File: src/demodPkg.sv
/* Shared definitions for the multi-h demodulator top level
   covering the host address map, mode and DAC select codes and sample types */
package demodPkg;

  //********************************************************************
  // Host bus
  //********************************************************************
  localparam int ADDR_W = 12;  // Word address with bit 0 unused
  localparam int BUS_W  = 16;

  typedef logic [ADDR_W-1:0] addrT;
  typedef logic [BUS_W-1:0]  busWordT;

  // Firmware version in the upper half of the version word
  localparam busWordT VER_NUMBER = 16'h0079;

  // Miscellaneous space covers 16 byte addresses
  localparam int   MISC_SPACE_LSB  = 4;
  localparam addrT MISC_SPACE_BASE = 12'h0F0;
  localparam addrT MISC_VERSION    = 12'h0F0;  // Bit 1 picks the half
  localparam addrT MISC_RESET      = 12'h0F4;

  //********************************************************************
  // Demodulator mode and DAC source codes
  //********************************************************************
  typedef logic [3:0] modeT;

  localparam modeT MODE_AUQPSK = 4'h6;
  localparam modeT MODE_MULTIH = 4'hA;

  typedef logic [3:0] dacSelT;

  // Codes that route trellis channel data to a DAC
  localparam dacSelT DAC_TRELLIS_I     = 4'h8;
  localparam dacSelT DAC_TRELLIS_Q     = 4'h9;
  localparam dacSelT DAC_TRELLIS_PHERR = 4'hA;
  localparam dacSelT DAC_TRELLIS_INDEX = 4'hB;

  //********************************************************************
  // Sample widths
  //********************************************************************
  localparam int TRELLIS_W = 18;
  localparam int DAC_W     = 14;  // Upper bits of a trellis sample
  localparam int NUM_DAC   = 3;

  typedef logic [TRELLIS_W-1:0] trellisT;
  typedef logic [DAC_W-1:0]     dacT;

  // Reload value of the DAC reset stretch counter
  localparam logic [2:0] RESET_STRETCH = 3'd5;

endpackage

File: src/symbolIf.sv
/* One demodulator symbol stream with its enables and I/Q decision bits */
interface symbolIf;

  logic symEn;    // Single cycle strobe per symbol
  logic sym2xEn;  // Strobe at twice the symbol rate
  logic iBit;     // Valid while symEn is high
  logic qBit;

  modport src (
    output symEn,
    output sym2xEn,
    output iBit,
    output qBit
  );

  modport dst (
    input symEn,
    input sym2xEn,
    input iBit,
    input qBit
  );

endinterface

File: src/busControl.sv
/* Host bus control with miscellaneous space decode, soft reset request,
   DAC reset stretcher and read data mux */
module busControl (
  input  logic              ck933,
  input  logic              rs,
  input  logic              nCs_i,
  input  logic              nWe_i,
  input  logic              nRd_i,
  input  demodPkg::addrT    addr_i,
  input  demodPkg::busWordT wrData_i,
  output demodPkg::busWordT rdData_o,
  output logic              dacRst_o
);
  import demodPkg::*;

  logic                            miscSpace;
  logic                            versionSel;
  logic                            resetSel;
  logic                            softReq;
  busWordT                         miscData;
  logic [1:0]                      reqSync;
  logic [$bits(RESET_STRETCH)-1:0] stretchCount;
  logic                            dacRst;

  //********************************************************************
  // Address decode
  //********************************************************************
  assign miscSpace = (addr_i[ADDR_W-1:MISC_SPACE_LSB]
                      == MISC_SPACE_BASE[ADDR_W-1:MISC_SPACE_LSB]);

  // Word pairs inside the space where bit 1 selects the half
  assign versionSel = miscSpace
                      && (addr_i[MISC_SPACE_LSB-1:2] == MISC_VERSION[MISC_SPACE_LSB-1:2]);
  assign resetSel   = miscSpace
                      && (addr_i[MISC_SPACE_LSB-1:2] == MISC_RESET[MISC_SPACE_LSB-1:2]);

  // Writing a 1 to bit 0 requests the reset
  assign softReq = !nCs_i && !nWe_i && resetSel && wrData_i[0];

  //********************************************************************
  // Reset stretcher
  //********************************************************************
  // Request edge goes through two flops, then the counter holds the
  // DAC reset for RESET_STRETCH + 1 cycles
  always_ff @(posedge ck933 or posedge rs) begin
    if (rs) begin
      reqSync      <= 2'b11;
      stretchCount <= RESET_STRETCH;
      dacRst       <= 1'b1;
    end else begin
      reqSync <= {reqSync[0], softReq};
      if (reqSync[0] && !reqSync[1]) begin  // New request
        stretchCount <= RESET_STRETCH;
        dacRst       <= 1'b1;
      end else if (stretchCount != '0) begin
        stretchCount <= stretchCount - 1'b1;
        dacRst       <= 1'b1;
      end else begin
        dacRst <= 1'b0;
      end
    end
  end

  assign dacRst_o = dacRst;

  //********************************************************************
  // Read data mux
  //********************************************************************
  // Version word halves with a zero lower half
  always_comb begin
    if (addr_i[1]) begin
      miscData = VER_NUMBER;
    end else begin
      miscData = '0;
    end
  end

  // Unmapped and idle reads return zero
  always_comb begin
    rdData_o = '0;
    if (!nCs_i && !nRd_i && versionSel) begin
      rdData_o = miscData;
    end
  end

endmodule

File: src/dacChannel.sv
/* One DAC output channel that picks host or trellis samples and drives
   the offset-binary DAC pins on the channel sync */
module dacChannel (
  input  logic              ck933,
  input  logic              rs,
  input  logic              multihMode_i,
  input  demodPkg::dacSelT  dacSelect_i,
  input  demodPkg::dacT     hostData_i,
  input  demodPkg::trellisT trellisData_i,
  input  logic              trellisSync_i,
  output demodPkg::dacT     dacD_o,
  output logic              dacClk_o
);
  import demodPkg::*;

  logic useTrellis;
  dacT  selData;
  logic selSync;

  always_comb begin
    case (dacSelect_i)
      DAC_TRELLIS_I,
      DAC_TRELLIS_Q,
      DAC_TRELLIS_PHERR,
      DAC_TRELLIS_INDEX: useTrellis = multihMode_i;
      default:           useTrellis = 1'b0;
    endcase
  end

  // Source select register
  always_ff @(posedge ck933) begin
    selData <= useTrellis ? trellisData_i[TRELLIS_W-1 -: DAC_W] : hostData_i;
  end

  always_ff @(posedge ck933 or posedge rs) begin
    if (rs) begin
      selSync <= 1'b0;
    end else begin
      selSync <= useTrellis ? trellisSync_i : 1'b1;  // Host data every cycle
    end
  end

  // Pin register flips the MSB for offset binary
  always_ff @(posedge ck933 or posedge rs) begin
    if (rs) begin
      dacD_o <= '0;
    end else if (selSync) begin
      dacD_o <= {~selData[DAC_W-1], selData[DAC_W-2:0]};
    end
  end

  assign dacClk_o = ck933;

endmodule

File: src/dataOutputSelect.sv
/* Picks the trellis or legacy decisions for the clock and data pins
   and applies the AUQPSK override on the Q pins */
module dataOutputSelect (
  input  logic           ck933,
  input  logic           rs,
  input  demodPkg::modeT demodMode_i,
  symbolIf.dst           legacySym,
  symbolIf.dst           multihSym,
  input  logic           auSymClkR_i,
  input  logic           qDataR_i,
  output logic           cout_i_o,
  output logic           dout_i_o,
  output logic           cout_q_o,
  output logic           dout_q_o
);
  import demodPkg::*;

  logic trellisEn;
  logic auqpskMode;
  logic decSymEn;
  logic decSym2xEn;
  logic decI;
  logic decQ;

  assign trellisEn  = (demodMode_i == MODE_MULTIH);
  assign auqpskMode = (demodMode_i == MODE_AUQPSK);

  //********************************************************************
  // Decoder source select
  //********************************************************************
  always_ff @(posedge ck933 or posedge rs) begin
    if (rs) begin
      decSymEn   <= 1'b0;
      decSym2xEn <= 1'b0;
      decI       <= 1'b0;
      decQ       <= 1'b0;
    end else if (trellisEn) begin
      decSymEn   <= multihSym.symEn;
      decSym2xEn <= multihSym.sym2xEn;
      decI       <= multihSym.iBit;
      decQ       <= multihSym.qBit;
    end else begin
      decSymEn   <= legacySym.symEn;
      decSym2xEn <= legacySym.sym2xEn;
      decI       <= legacySym.iBit;
      decQ       <= legacySym.qBit;
    end
  end

  //********************************************************************
  // Clock and data pins
  //********************************************************************
  assign cout_i_o = decSymEn;
  assign dout_i_o = decI;

  // Q clock carries the half-symbol strobe outside AUQPSK
  assign cout_q_o = auqpskMode ? auSymClkR_i : decSym2xEn;
  assign dout_q_o = auqpskMode ? qDataR_i : decQ;

endmodule

File: src/inputReclock.sv
/* Registers every asynchronous demodulator input once and gates the
   multi-h symbol enables by the demodulator mode */
module inputReclock (
  input  logic                                ck933,
  input  logic                                rs,
  input  demodPkg::modeT                      demodMode_i,
  input  demodPkg::dacT     [demodPkg::NUM_DAC-1:0] dacData_i,
  input  demodPkg::trellisT [demodPkg::NUM_DAC-1:0] trellisData_i,
  input  logic              [demodPkg::NUM_DAC-1:0] trellisSync_i,
  input  logic                                multihSymEn_i,
  input  logic                                multihSym2xEn_i,
  input  logic              [1:0]             multihBit_i,
  input  logic                                dataSymEn_i,
  input  logic                                dataSym2xEn_i,
  input  logic                                iData_i,
  input  logic                                qData_i,
  input  logic                                auSymClk_i,
  output demodPkg::modeT                      demodModeR_o,
  output demodPkg::dacT     [demodPkg::NUM_DAC-1:0] dacDataR_o,
  output demodPkg::trellisT [demodPkg::NUM_DAC-1:0] trellisDataR_o,
  output logic              [demodPkg::NUM_DAC-1:0] trellisSyncR_o,
  output logic                                auSymClkR_o,
  output logic                                qDataR_o,
  symbolIf.src                                legacySym,
  symbolIf.src                                multihSym
);
  import demodPkg::*;

  logic multihMode;

  // Raw mode blocks the enables from the first cycle on
  assign multihMode = (demodMode_i == MODE_MULTIH);

  // Sample payload
  always_ff @(posedge ck933) begin
    dacDataR_o     <= dacData_i;
    trellisDataR_o <= trellisData_i;
    multihSym.iBit <= multihBit_i[0];
    multihSym.qBit <= multihBit_i[1];
    legacySym.iBit <= iData_i;
    qDataR_o       <= qData_i;
  end

  assign legacySym.qBit = qDataR_o;  // Same flop feeds the AUQPSK path

  // Strobes, syncs and mode
  always_ff @(posedge ck933 or posedge rs) begin
    if (rs) begin
      demodModeR_o      <= '0;
      trellisSyncR_o    <= '0;
      multihSym.symEn   <= 1'b0;
      multihSym.sym2xEn <= 1'b0;
      legacySym.symEn   <= 1'b0;
      legacySym.sym2xEn <= 1'b0;
      auSymClkR_o       <= 1'b0;
    end else begin
      demodModeR_o      <= demodMode_i;
      trellisSyncR_o    <= trellisSync_i;
      multihSym.symEn   <= multihSymEn_i & multihMode;
      multihSym.sym2xEn <= multihSym2xEn_i & multihMode;
      legacySym.symEn   <= dataSymEn_i;
      legacySym.sym2xEn <= dataSym2xEn_i;
      auSymClkR_o       <= auSymClk_i;
    end
  end

endmodule

File: src/multihTop.sv
/* Multi-h demodulator top level with host bus, DAC reset, input
   reclocking, three DAC channels and the clock and data output pins */
module multihTop (
  input  logic              ck933,
  input  logic              rs,
  // Host bus
  input  logic              nCs_i,
  input  logic              nWe_i,
  input  logic              nRd_i,
  input  demodPkg::addrT    addr_i,
  input  demodPkg::busWordT wrData_i,
  output demodPkg::busWordT rdData_o,
  output logic              dacRst_o,
  // Demodulator inputs
  input  demodPkg::modeT    demodMode_i,
  input  demodPkg::dacSelT  dac0Select_i,
  input  demodPkg::dacSelT  dac1Select_i,
  input  demodPkg::dacSelT  dac2Select_i,
  input  demodPkg::dacT     dac0Data_i,
  input  demodPkg::dacT     dac1Data_i,
  input  demodPkg::dacT     dac2Data_i,
  input  demodPkg::trellisT trellis0Data_i,
  input  demodPkg::trellisT trellis1Data_i,
  input  demodPkg::trellisT trellis2Data_i,
  input  logic              trellis0Sync_i,
  input  logic              trellis1Sync_i,
  input  logic              trellis2Sync_i,
  input  logic              multihSymEn_i,
  input  logic              multihSym2xEn_i,
  input  logic [1:0]        multihBit_i,
  input  logic              dataSymEn_i,
  input  logic              dataSym2xEn_i,
  input  logic              iData_i,
  input  logic              qData_i,
  input  logic              auSymClk_i,
  input  logic              bsyncLockInput_i,
  input  logic              demodLockInput_i,
  input  logic              sdiInput_i,
  // DAC pins
  output demodPkg::dacT     dac0D_o,
  output demodPkg::dacT     dac1D_o,
  output demodPkg::dacT     dac2D_o,
  output logic              dac0Clk_o,
  output logic              dac1Clk_o,
  output logic              dac2Clk_o,
  // Clock and data pins
  output logic              cout_i_o,
  output logic              dout_i_o,
  output logic              cout_q_o,
  output logic              dout_q_o,
  output logic              bsyncNLock_o,
  output logic              demodNLock_o,
  output logic              sdiOut_o
);
  import demodPkg::*;

  modeT                  demodModeR;
  dacT     [NUM_DAC-1:0] dacDataR;
  trellisT [NUM_DAC-1:0] trellisDataR;
  logic    [NUM_DAC-1:0] trellisSyncR;
  dacSelT  [NUM_DAC-1:0] dacSelect;
  dacT     [NUM_DAC-1:0] dacD;
  logic    [NUM_DAC-1:0] dacClk;
  logic                  auSymClkR;
  logic                  qDataR;
  logic                  multihMode;

  symbolIf legacySym ();
  symbolIf multihSym ();

  //********************************************************************
  // Pass-throughs
  //********************************************************************
  assign bsyncNLock_o = bsyncLockInput_i;
  assign demodNLock_o = demodLockInput_i;
  assign sdiOut_o     = sdiInput_i;

  //********************************************************************
  // Host bus and DAC reset
  //********************************************************************
  busControl uBusControl (
    .ck933    (ck933),
    .rs       (rs),
    .nCs_i    (nCs_i),
    .nWe_i    (nWe_i),
    .nRd_i    (nRd_i),
    .addr_i   (addr_i),
    .wrData_i (wrData_i),
    .rdData_o (rdData_o),
    .dacRst_o (dacRst_o)
  );

  //********************************************************************
  // Input reclocking
  //********************************************************************
  inputReclock uInputReclock (
    .ck933           (ck933),
    .rs              (rs),
    .demodMode_i     (demodMode_i),
    .dacData_i       ({dac2Data_i, dac1Data_i, dac0Data_i}),
    .trellisData_i   ({trellis2Data_i, trellis1Data_i, trellis0Data_i}),
    .trellisSync_i   ({trellis2Sync_i, trellis1Sync_i, trellis0Sync_i}),
    .multihSymEn_i   (multihSymEn_i),
    .multihSym2xEn_i (multihSym2xEn_i),
    .multihBit_i     (multihBit_i),
    .dataSymEn_i     (dataSymEn_i),
    .dataSym2xEn_i   (dataSym2xEn_i),
    .iData_i         (iData_i),
    .qData_i         (qData_i),
    .auSymClk_i      (auSymClk_i),
    .demodModeR_o    (demodModeR),
    .dacDataR_o      (dacDataR),
    .trellisDataR_o  (trellisDataR),
    .trellisSyncR_o  (trellisSyncR),
    .auSymClkR_o     (auSymClkR),
    .qDataR_o        (qDataR),
    .legacySym       (legacySym),
    .multihSym       (multihSym)
  );

  //********************************************************************
  // DAC outputs
  //********************************************************************
  assign multihMode = (demodModeR == MODE_MULTIH);  // Shared by all channels
  assign dacSelect  = {dac2Select_i, dac1Select_i, dac0Select_i};

  for (genvar ch = 0; ch < NUM_DAC; ch++) begin : gDac
    dacChannel uDacChannel (
      .ck933         (ck933),
      .rs            (rs),
      .multihMode_i  (multihMode),
      .dacSelect_i   (dacSelect[ch]),
      .hostData_i    (dacDataR[ch]),
      .trellisData_i (trellisDataR[ch]),
      .trellisSync_i (trellisSyncR[ch]),
      .dacD_o        (dacD[ch]),
      .dacClk_o      (dacClk[ch])
    );
  end

  assign dac0D_o   = dacD[0];
  assign dac1D_o   = dacD[1];
  assign dac2D_o   = dacD[2];
  assign dac0Clk_o = dacClk[0];
  assign dac1Clk_o = dacClk[1];
  assign dac2Clk_o = dacClk[2];

  //********************************************************************
  // Decoder source and output pins
  //********************************************************************
  dataOutputSelect uDataOutputSelect (
    .ck933       (ck933),
    .rs          (rs),
    .demodMode_i (demodModeR),
    .legacySym   (legacySym),
    .multihSym   (multihSym),
    .auSymClkR_i (auSymClkR),
    .qDataR_i    (qDataR),
    .cout_i_o    (cout_i_o),
    .dout_i_o    (dout_i_o),
    .cout_q_o    (cout_q_o),
    .dout_q_o    (dout_q_o)
  );

endmodule

File: config.mk
export PLATFORM = sky130hd
export DESIGN_NAME = multihTop
export DESIGN_NICKNAME = d
export VERILOG_FILES = /design/src/demodPkg.sv /design/src/symbolIf.sv /design/src/busControl.sv /design/src/dacChannel.sv /design/src/dataOutputSelect.sv /design/src/inputReclock.sv /design/src/multihTop.sv
export SDC_FILE = /design/constraint.sdc
export NUM_CORES = 1
export LEC_CHECK = 0
export BUFFER_PORTS_ARGS = -buffer_cell sky130_fd_sc_hd__buf_2
export CAP_MARGIN = 20
export CORE_MARGIN = 1
export CORE_UTILIZATION = 45
export DETAILED_ROUTE_END_ITERATION = 10
export HOLD_SLACK_MARGIN = 0.1
export PLACE_DENSITY = 0.82
export SLEW_MARGIN = 20
export SYNTH_ARGS = -nofsm -noshare
export SYNTH_HDL_FRONTEND = slang
export SYNTH_SLANG_ARGS = --single-unit
File: constraint.sdc
create_clock -name ck933 -period 4.45 [get_ports ck933]
set_clock_uncertainty 0.15 [all_clocks]
set_input_delay 0.2225 -clock ck933 [delete_from_list [all_inputs] [get_ports ck933]]
set_output_delay 0.2225 -clock ck933 [all_outputs]
set_load 0.02 [all_outputs]
---- After elaboration in Yosys (flattened, before gate mapping) ----
Cells that the tools add are included.
word-level totals
  output and inout bits ................... 69
  bits in registers ....................... 209
  word-level logic and storage cells ...... 95
cells by class
  mux-type cells .......................... 21
  eq/ne operators ......................... 17
  bitwise operators ....................... 5
  reduce and logical (&&, ||, !) cells .... 18
  add/sub/neg operators ................... 1
operators with widths
  kind                                                                    number
  4-bit equality test (second input constant)                             14
  14-bit 2-to-1 mux                                                       3
  1-bit 2-to-1 mux                                                        14
  7-bit 2-to-1 mux                                                        2
  4-bit OR reduction                                                      3
  8-bit by 4-bit equality test with 1-bit output (second input constant)  1
  1-bit logical AND                                                       8
  3-bit 2-to-1 mux                                                        2
  4-bit by 3-bit equality test with 1-bit output (second input constant)  1
  1-bit logical NOT                                                       4
  1-bit NOT                                                               3
  3-bit nonzero test                                                      1
  3-bit by 1-bit subtractor with 3-bit output (second input constant)     1
  1-bit bitwise AND                                                       2
  2-bit by 1-bit equality test with 1-bit output (second input constant)  1
  2-bit logical NOT                                                       1
  2-bit nonzero test                                                      1

---- Depth between registers and ports, before layout ----
  depth after elaboration ................. 4
  mapped depth ............................ 5
  mapped depth without buffers ............ 5

---- By module ----
A second synthesis with hierarchy kept.
second synthesis, totals
  cell total of the unflattened synthesis .. 371
  area total of the unflattened synthesis .. 6,190.9 um^2
by module, submodules not included
  module            area an instance (um^2)  cells each  instances
  dacChannel        1,063.5                  64          3
  inputReclock      2,341.0                  117         1
  busControl        424.2                    45          1
  dataOutputSelect  200.2                    13          1
  multihTop         35.0                     4           1

==> summary.json <==
{
  "outcome": {"value": "finished clean"},
  "grt_util_all_layers": {"value": 21.4, "unit": "%"},
  "synthDistinctLibCells": {"value": 27},
  "rows": {"value": 41},
  "detail_route.wirelength": {"value": 13700, "unit": "um"},
  "drt.antenna.violating_nets": {"value": 0},
  "share_of_the_synthesized_area_in_the_top_cell_type": {"value": 44.2, "unit": "%"},
  "relSlewSlack": {"value": 53.6, "unit": "%"},
  "min-delay-path-class": {"value": "primary input to flop"},
  "critical_path.reg2reg.endpoint": {"value": "gDac[0].uDacChannel.selData[9]$_DFF_P_"},
  "power_density": {"value": 469, "unit": "nW/um^2"},
  "pwr-share-clk": {"value": 42.7, "unit": "%"},
  "final-hold-violation-count": {"value": 0},
  "tritoncts": {"value": "yes"},
  "power_switching": {"value": 0.973, "unit": "mW"},
  "p_leak": {"value": 4.10, "unit": "nW"},
  "worstHoldStart": {"value": "dac2Select_i[3]"},
  "critical_path.endpoint_type": {"value": "output port"},
  "yosys_register_bits": {"value": 197},
  "routedWlPerCell": {"value": 16.6, "unit": "um"},
  "power.ir.vdd_worst": {"value": 0.460, "unit": "mV"},
  "p_seq_share": {"value": 48.4, "unit": "%"},
  "post_synth_instance_area": {"value": 5890, "unit": "um^2"},
  "antenna_found_initial": {"value": 1},
  "chipWidth": {"value": 116, "unit": "um"},
  "drt_iter0_drc": {"value": 123},
  "global_route_wire_length_before_repair": {"value": 20400, "unit": "um"},
  "postLayoutCellArea": {"value": 8550, "unit": "um^2"},
  "dieArea": {"value": 13600, "unit": "um^2"},
  "number_of_warnings_reported_in_the_yosys_synthesis_log": {"value": 0},
  "number_of_buffers_added_for_setup_after_cts": {"value": 0},
  "critPathLaunchType": {"value": "clock port"},
  "rsz_0062_raised_after_global_routing": {"value": "false"},
  "whs_path_depth": {"value": 3},
  "cts_hold_buf": {"value": 105},
  "share_comb_of_total_power": {"value": 8.9, "unit": "%"},
  "reg2reg_setup_slack": {"value": 2.42, "unit": "ns"},
  "die_height": {"value": 116, "unit": "um"},
  "global_placer_s_final_weighted_congestion": {"value": 0.722},
  "synth.avg_cell_area": {"value": 16.8, "unit": "um^2"},
  "setup_viol_count_final": {"value": 0},
  "area_growth": {"value": 45.0, "unit": "%"},
  "power.internal": {"value": 3.03, "unit": "mW"},
  "clk_transition_reported_paths": {"value": 0.06, "unit": "ns"},
  "core_region_area": {"value": 12700, "unit": "um^2"},
  "layout-drive-gt1-share": {"value": 47.8, "unit": "%"},
  "timing_worst_slew_pin_value": {"value": 0.695, "unit": "ns"},
  "dr_total_vias": {"value": 3722},
  "synth.area.top_cells": {"value": "sky130_fd_sc_hd__dfxtp_1 (44%), sky130_fd_sc_hd__dfrtp_1 (26%), sky130_fd_sc_hd__mux2_2 (11%)"},
  "grt_pass1_vias": {"value": 4167},
  "insertion_delay": {"value": 0.53, "unit": "ns"},
  "route.detailed.vias_per_inst": {"value": 4.51},
  "synthCells": {"value": 351},
  "cp_data_required_time": {"value": 4.08, "unit": "ns"},
  "worstPathMaxFanout": {"value": 2},
  "synth.yosys.seq_area_share": {"value": 72.7, "unit": "%"},
  "yosysTopAreaCell": {"value": "sky130_fd_sc_hd__dfxtp_1"},
  "setup.worst_path.class": {"value": "clock port to output port"},
  "post_cts.resized_instances": {"value": 0},
  "grt_residual_overflow": {"value": 0},
  "grt_start_max_net_pins": {"value": 38},
  "drc": {"value": 0},
  "placed_cell_area": {"value": 6820, "unit": "um^2"},
  "initial_utilization": {"value": 46.5, "unit": "%"},
  "detailedRoute.firstPassIterationCount": {"value": 4},
  "instances_no_fill": {"value": 826},
  "max_cap_viol_count": {"value": 0},
  "worst-endpoint-arrival": {"value": 2.64, "unit": "ns"},
  "worst_r2r_startpoint": {"value": "uInputReclock.demodModeR_o[2]$_DFF_PP0_"},
  "finalNetCount": {"value": 801},
  "worstHoldEndpoint": {"value": "gDac[2].uDacChannel.selSync$_DFF_PP0_"},
  "io_buffer_count": {"value": 177},
  "dp_hpwl": {"value": 7080, "unit": "um"},
  "r2r.worst_path.cells": {"value": 3},
  "setup_tns": {"value": 0, "unit": "ns"},
  "switching_share": {"value": 24.3, "unit": "%"},
  "timing_max_transition_violations_final": {"value": 0},
  "io-pin-count": {"value": 229},
  "placed_cells": {"value": 683}
}
-- layout by cell type, fill, tap and decap left out --
master                          synthesis  final
sky130_fd_sc_hd__dfstp_2                5      5
sky130_fd_sc_hd__inv_2                  0      1
sky130_fd_sc_hd__inv_6                  0      2
sky130_fd_sc_hd__nor4bb_1               2      2
sky130_fd_sc_hd__conb_1                 1     11
sky130_fd_sc_hd__dfxtp_1              130    130
sky130_fd_sc_hd__clkinv_2               0      1
sky130_fd_sc_hd__and2_1                 2      2
sky130_fd_sc_hd__nor3_1                 1      1
sky130_fd_sc_hd__ha_1                   2      2
sky130_fd_sc_hd__o211a_1                1      1
sky130_fd_sc_hd__clkinv_8               0      1
sky130_fd_sc_hd__inv_4                  0      1
sky130_fd_sc_hd__clkinvlp_4             0      2
sky130_fd_sc_hd__dfrtp_1               62     62
sky130_fd_sc_hd__buf_4                 21      1
sky130_fd_sc_hd__clkbuf_8               0      2
sky130_fd_sc_hd__buf_2                  3    177
sky130_fd_sc_hd__nor4b_1                1      1
sky130_fd_sc_hd__clkbuf_16              0     21
sky130_fd_sc_hd__nand3b_4               3      3
sky130_fd_sc_hd__diode_2                0      1
sky130_fd_sc_hd__xnor2_1                1      1
sky130_fd_sc_hd__clkbuf_1               0      2
sky130_fd_sc_hd__mux2_2                60     60
sky130_fd_sc_hd__nand4b_1               1      1
sky130_fd_sc_hd__inv_8                  0      3
sky130_fd_sc_hd__and4b_1                1      1
sky130_fd_sc_hd__clkinv_4               0      2
sky130_fd_sc_hd__nor4_1                 1      1
sky130_fd_sc_hd__mux2_4                27     27
sky130_fd_sc_hd__inv_1                  6      5
sky130_fd_sc_hd__nor2_1                 1      1
sky130_fd_sc_hd__or2_2                  3      3
sky130_fd_sc_hd__and4bb_1               1      1
sky130_fd_sc_hd__mux2i_1                4      4
sky130_fd_sc_hd__nand2b_1               3      3
sky130_fd_sc_hd__dlygate4sd3_1          0    105
sky130_fd_sc_hd__nand2_1                4      4
-- power by group through the flow --
stage | clock network, mW | registers, mW | logic (mW)
floorplan | 0.0788 | 2.00 | 0.145
global placement | 0.0630 | 1.97 | 0.260
detailed placement | 0.0630 | 1.97 | 0.275
CTS | 1.73 | 1.94 | 0.348
global route | 1.82 | 1.95 | 0.385
finish | 1.71 | 1.94 | 0.356
-- Yosys cell counts --
| cell type | number |
|---|---|
| sky130_fd_sc_hd__mux2_4 | 27 |
| sky130_fd_sc_hd__or2_2 | 3 |
| sky130_fd_sc_hd__nor2_1 | 1 |
| sky130_fd_sc_hd__buf_6 | 4 |
| sky130_fd_sc_hd__dfrtp_1 | 62 |
| sky130_fd_sc_hd__nor4bb_1 | 2 |
| sky130_fd_sc_hd__nor4b_1 | 1 |
| sky130_fd_sc_hd__xnor2_1 | 1 |
| sky130_fd_sc_hd__nand2_1 | 4 |
| sky130_fd_sc_hd__dfxtp_1 | 130 |
| sky130_fd_sc_hd__conb_1 | 1 |
| sky130_fd_sc_hd__o211a_1 | 1 |
| sky130_fd_sc_hd__nand4b_1 | 1 |
| sky130_fd_sc_hd__nor4_1 | 1 |
| sky130_fd_sc_hd__ha_1 | 2 |
| sky130_fd_sc_hd__dfstp_2 | 5 |
| sky130_fd_sc_hd__mux2i_1 | 4 |
| sky130_fd_sc_hd__buf_4 | 21 |
| sky130_fd_sc_hd__nand3b_4 | 3 |
| sky130_fd_sc_hd__nand2b_1 | 3 |
| sky130_fd_sc_hd__and4b_1 | 1 |
| sky130_fd_sc_hd__and2_1 | 2 |
| sky130_fd_sc_hd__buf_2 | 3 |
| sky130_fd_sc_hd__and4bb_1 | 1 |
| sky130_fd_sc_hd__mux2_2 | 60 |
| sky130_fd_sc_hd__inv_1 | 6 |
| sky130_fd_sc_hd__nor3_1 | 1 |
-- final cells by class --
type / count / area, um^2
tap: 172 / 215
antenna: 1 / 2.50
fill: 841 / 4120
clock inverter: 12 / 111
inverter: 6 / 22.5
multi-input combinational: 130 / 1410
sequential: 197 / 4290
clock buffer: 28 / 576
timing repair buffer: 280 / 1930
-- worst max-delay path by stage --
| stage | startpoint | endpoint | slack, ns | depth (start not counted) |
|---|---|---|---|---|
| after global placement | ck933 | dac0Clk_o | 1.72 | 1 |
| after detailed placement | ck933 | dac0Clk_o | 1.72 | 1 |
| after CTS | ck933 | dac1Clk_o | 1.44 | 3 |
| final | ck933 | dac1Clk_o | 1.44 | 3 |
| after floorplan | ck933 | dac0Clk_o | 1.72 | 1 |
| after global routing | ck933 | dac1Clk_o | 1.43 | 3 |
-- per-layer routing --
layer	vias to the layer above	part of all wire [%]	GRT usage (%)	wire length, um
li1	1726	-	-	-
met1	1811	35	19.8	4830
met2	145	56	39.6	7660
met3	40	5.2	7.37	708
met4	0	4.0	14.0	545
met5	-	0	0	0
-- kinds of logic (layout without fill, tap and decap cells) --
group | Yosys count | count (layout) | share of synthesized area, %
AND/OR/NAND/NOR | 24 | 24 | 3.40
buffers and inverters | 34 | 326 | 4.08
AO/OA/AOI/OAI | 1 | 1 | 0.170
flip-flops | 197 | 197 | 72.7
other | 1 | 12 | 0.0636
XOR/XNOR | 1 | 1 | 0.149
multiplexers | 91 | 91 | 19.0
adder cells (fa/ha/maj) | 2 | 2 | 0.424
-- critical path, stage by stage --
cell	delay (ns)
sky130_fd_sc_hd__clkbuf_16	0.13
sky130_fd_sc_hd__clkbuf_16	0.14
sky130_fd_sc_hd__buf_2	0.15
-- flip-flops by register name (all words and copies together) (netlist names), 2 cells and up --
name and count:
gDac.uDacChannel.dacD_o 42, gDac.uDacChannel.selData 42, uInputReclock.dacDataR_o 42, uInputReclock.trellisDataR_o 42
uInputReclock.demodModeR_o 4, gDac.uDacChannel.selSync 3, uBusControl.stretchCount 3, uInputReclock.trellisSyncR_o 3
uBusControl.reqSync 2
-- per-stage QoR --
stage	hold slack, ns	utilization (%)	worst slack (ns)	power [mW]
after floorplan	0.100	-	1.72	2.22
after global placement	0.174	53.8	1.72	2.29
after detailed placement	0.176	53.8	1.72	2.31
after CTS	0.102	67.4	1.44	4.02
after global routing	0.122	67.5	1.43	4.15
final	0.115	67.5	1.44	4.01
No activity file was read; power rests on OpenSTA's default activity.
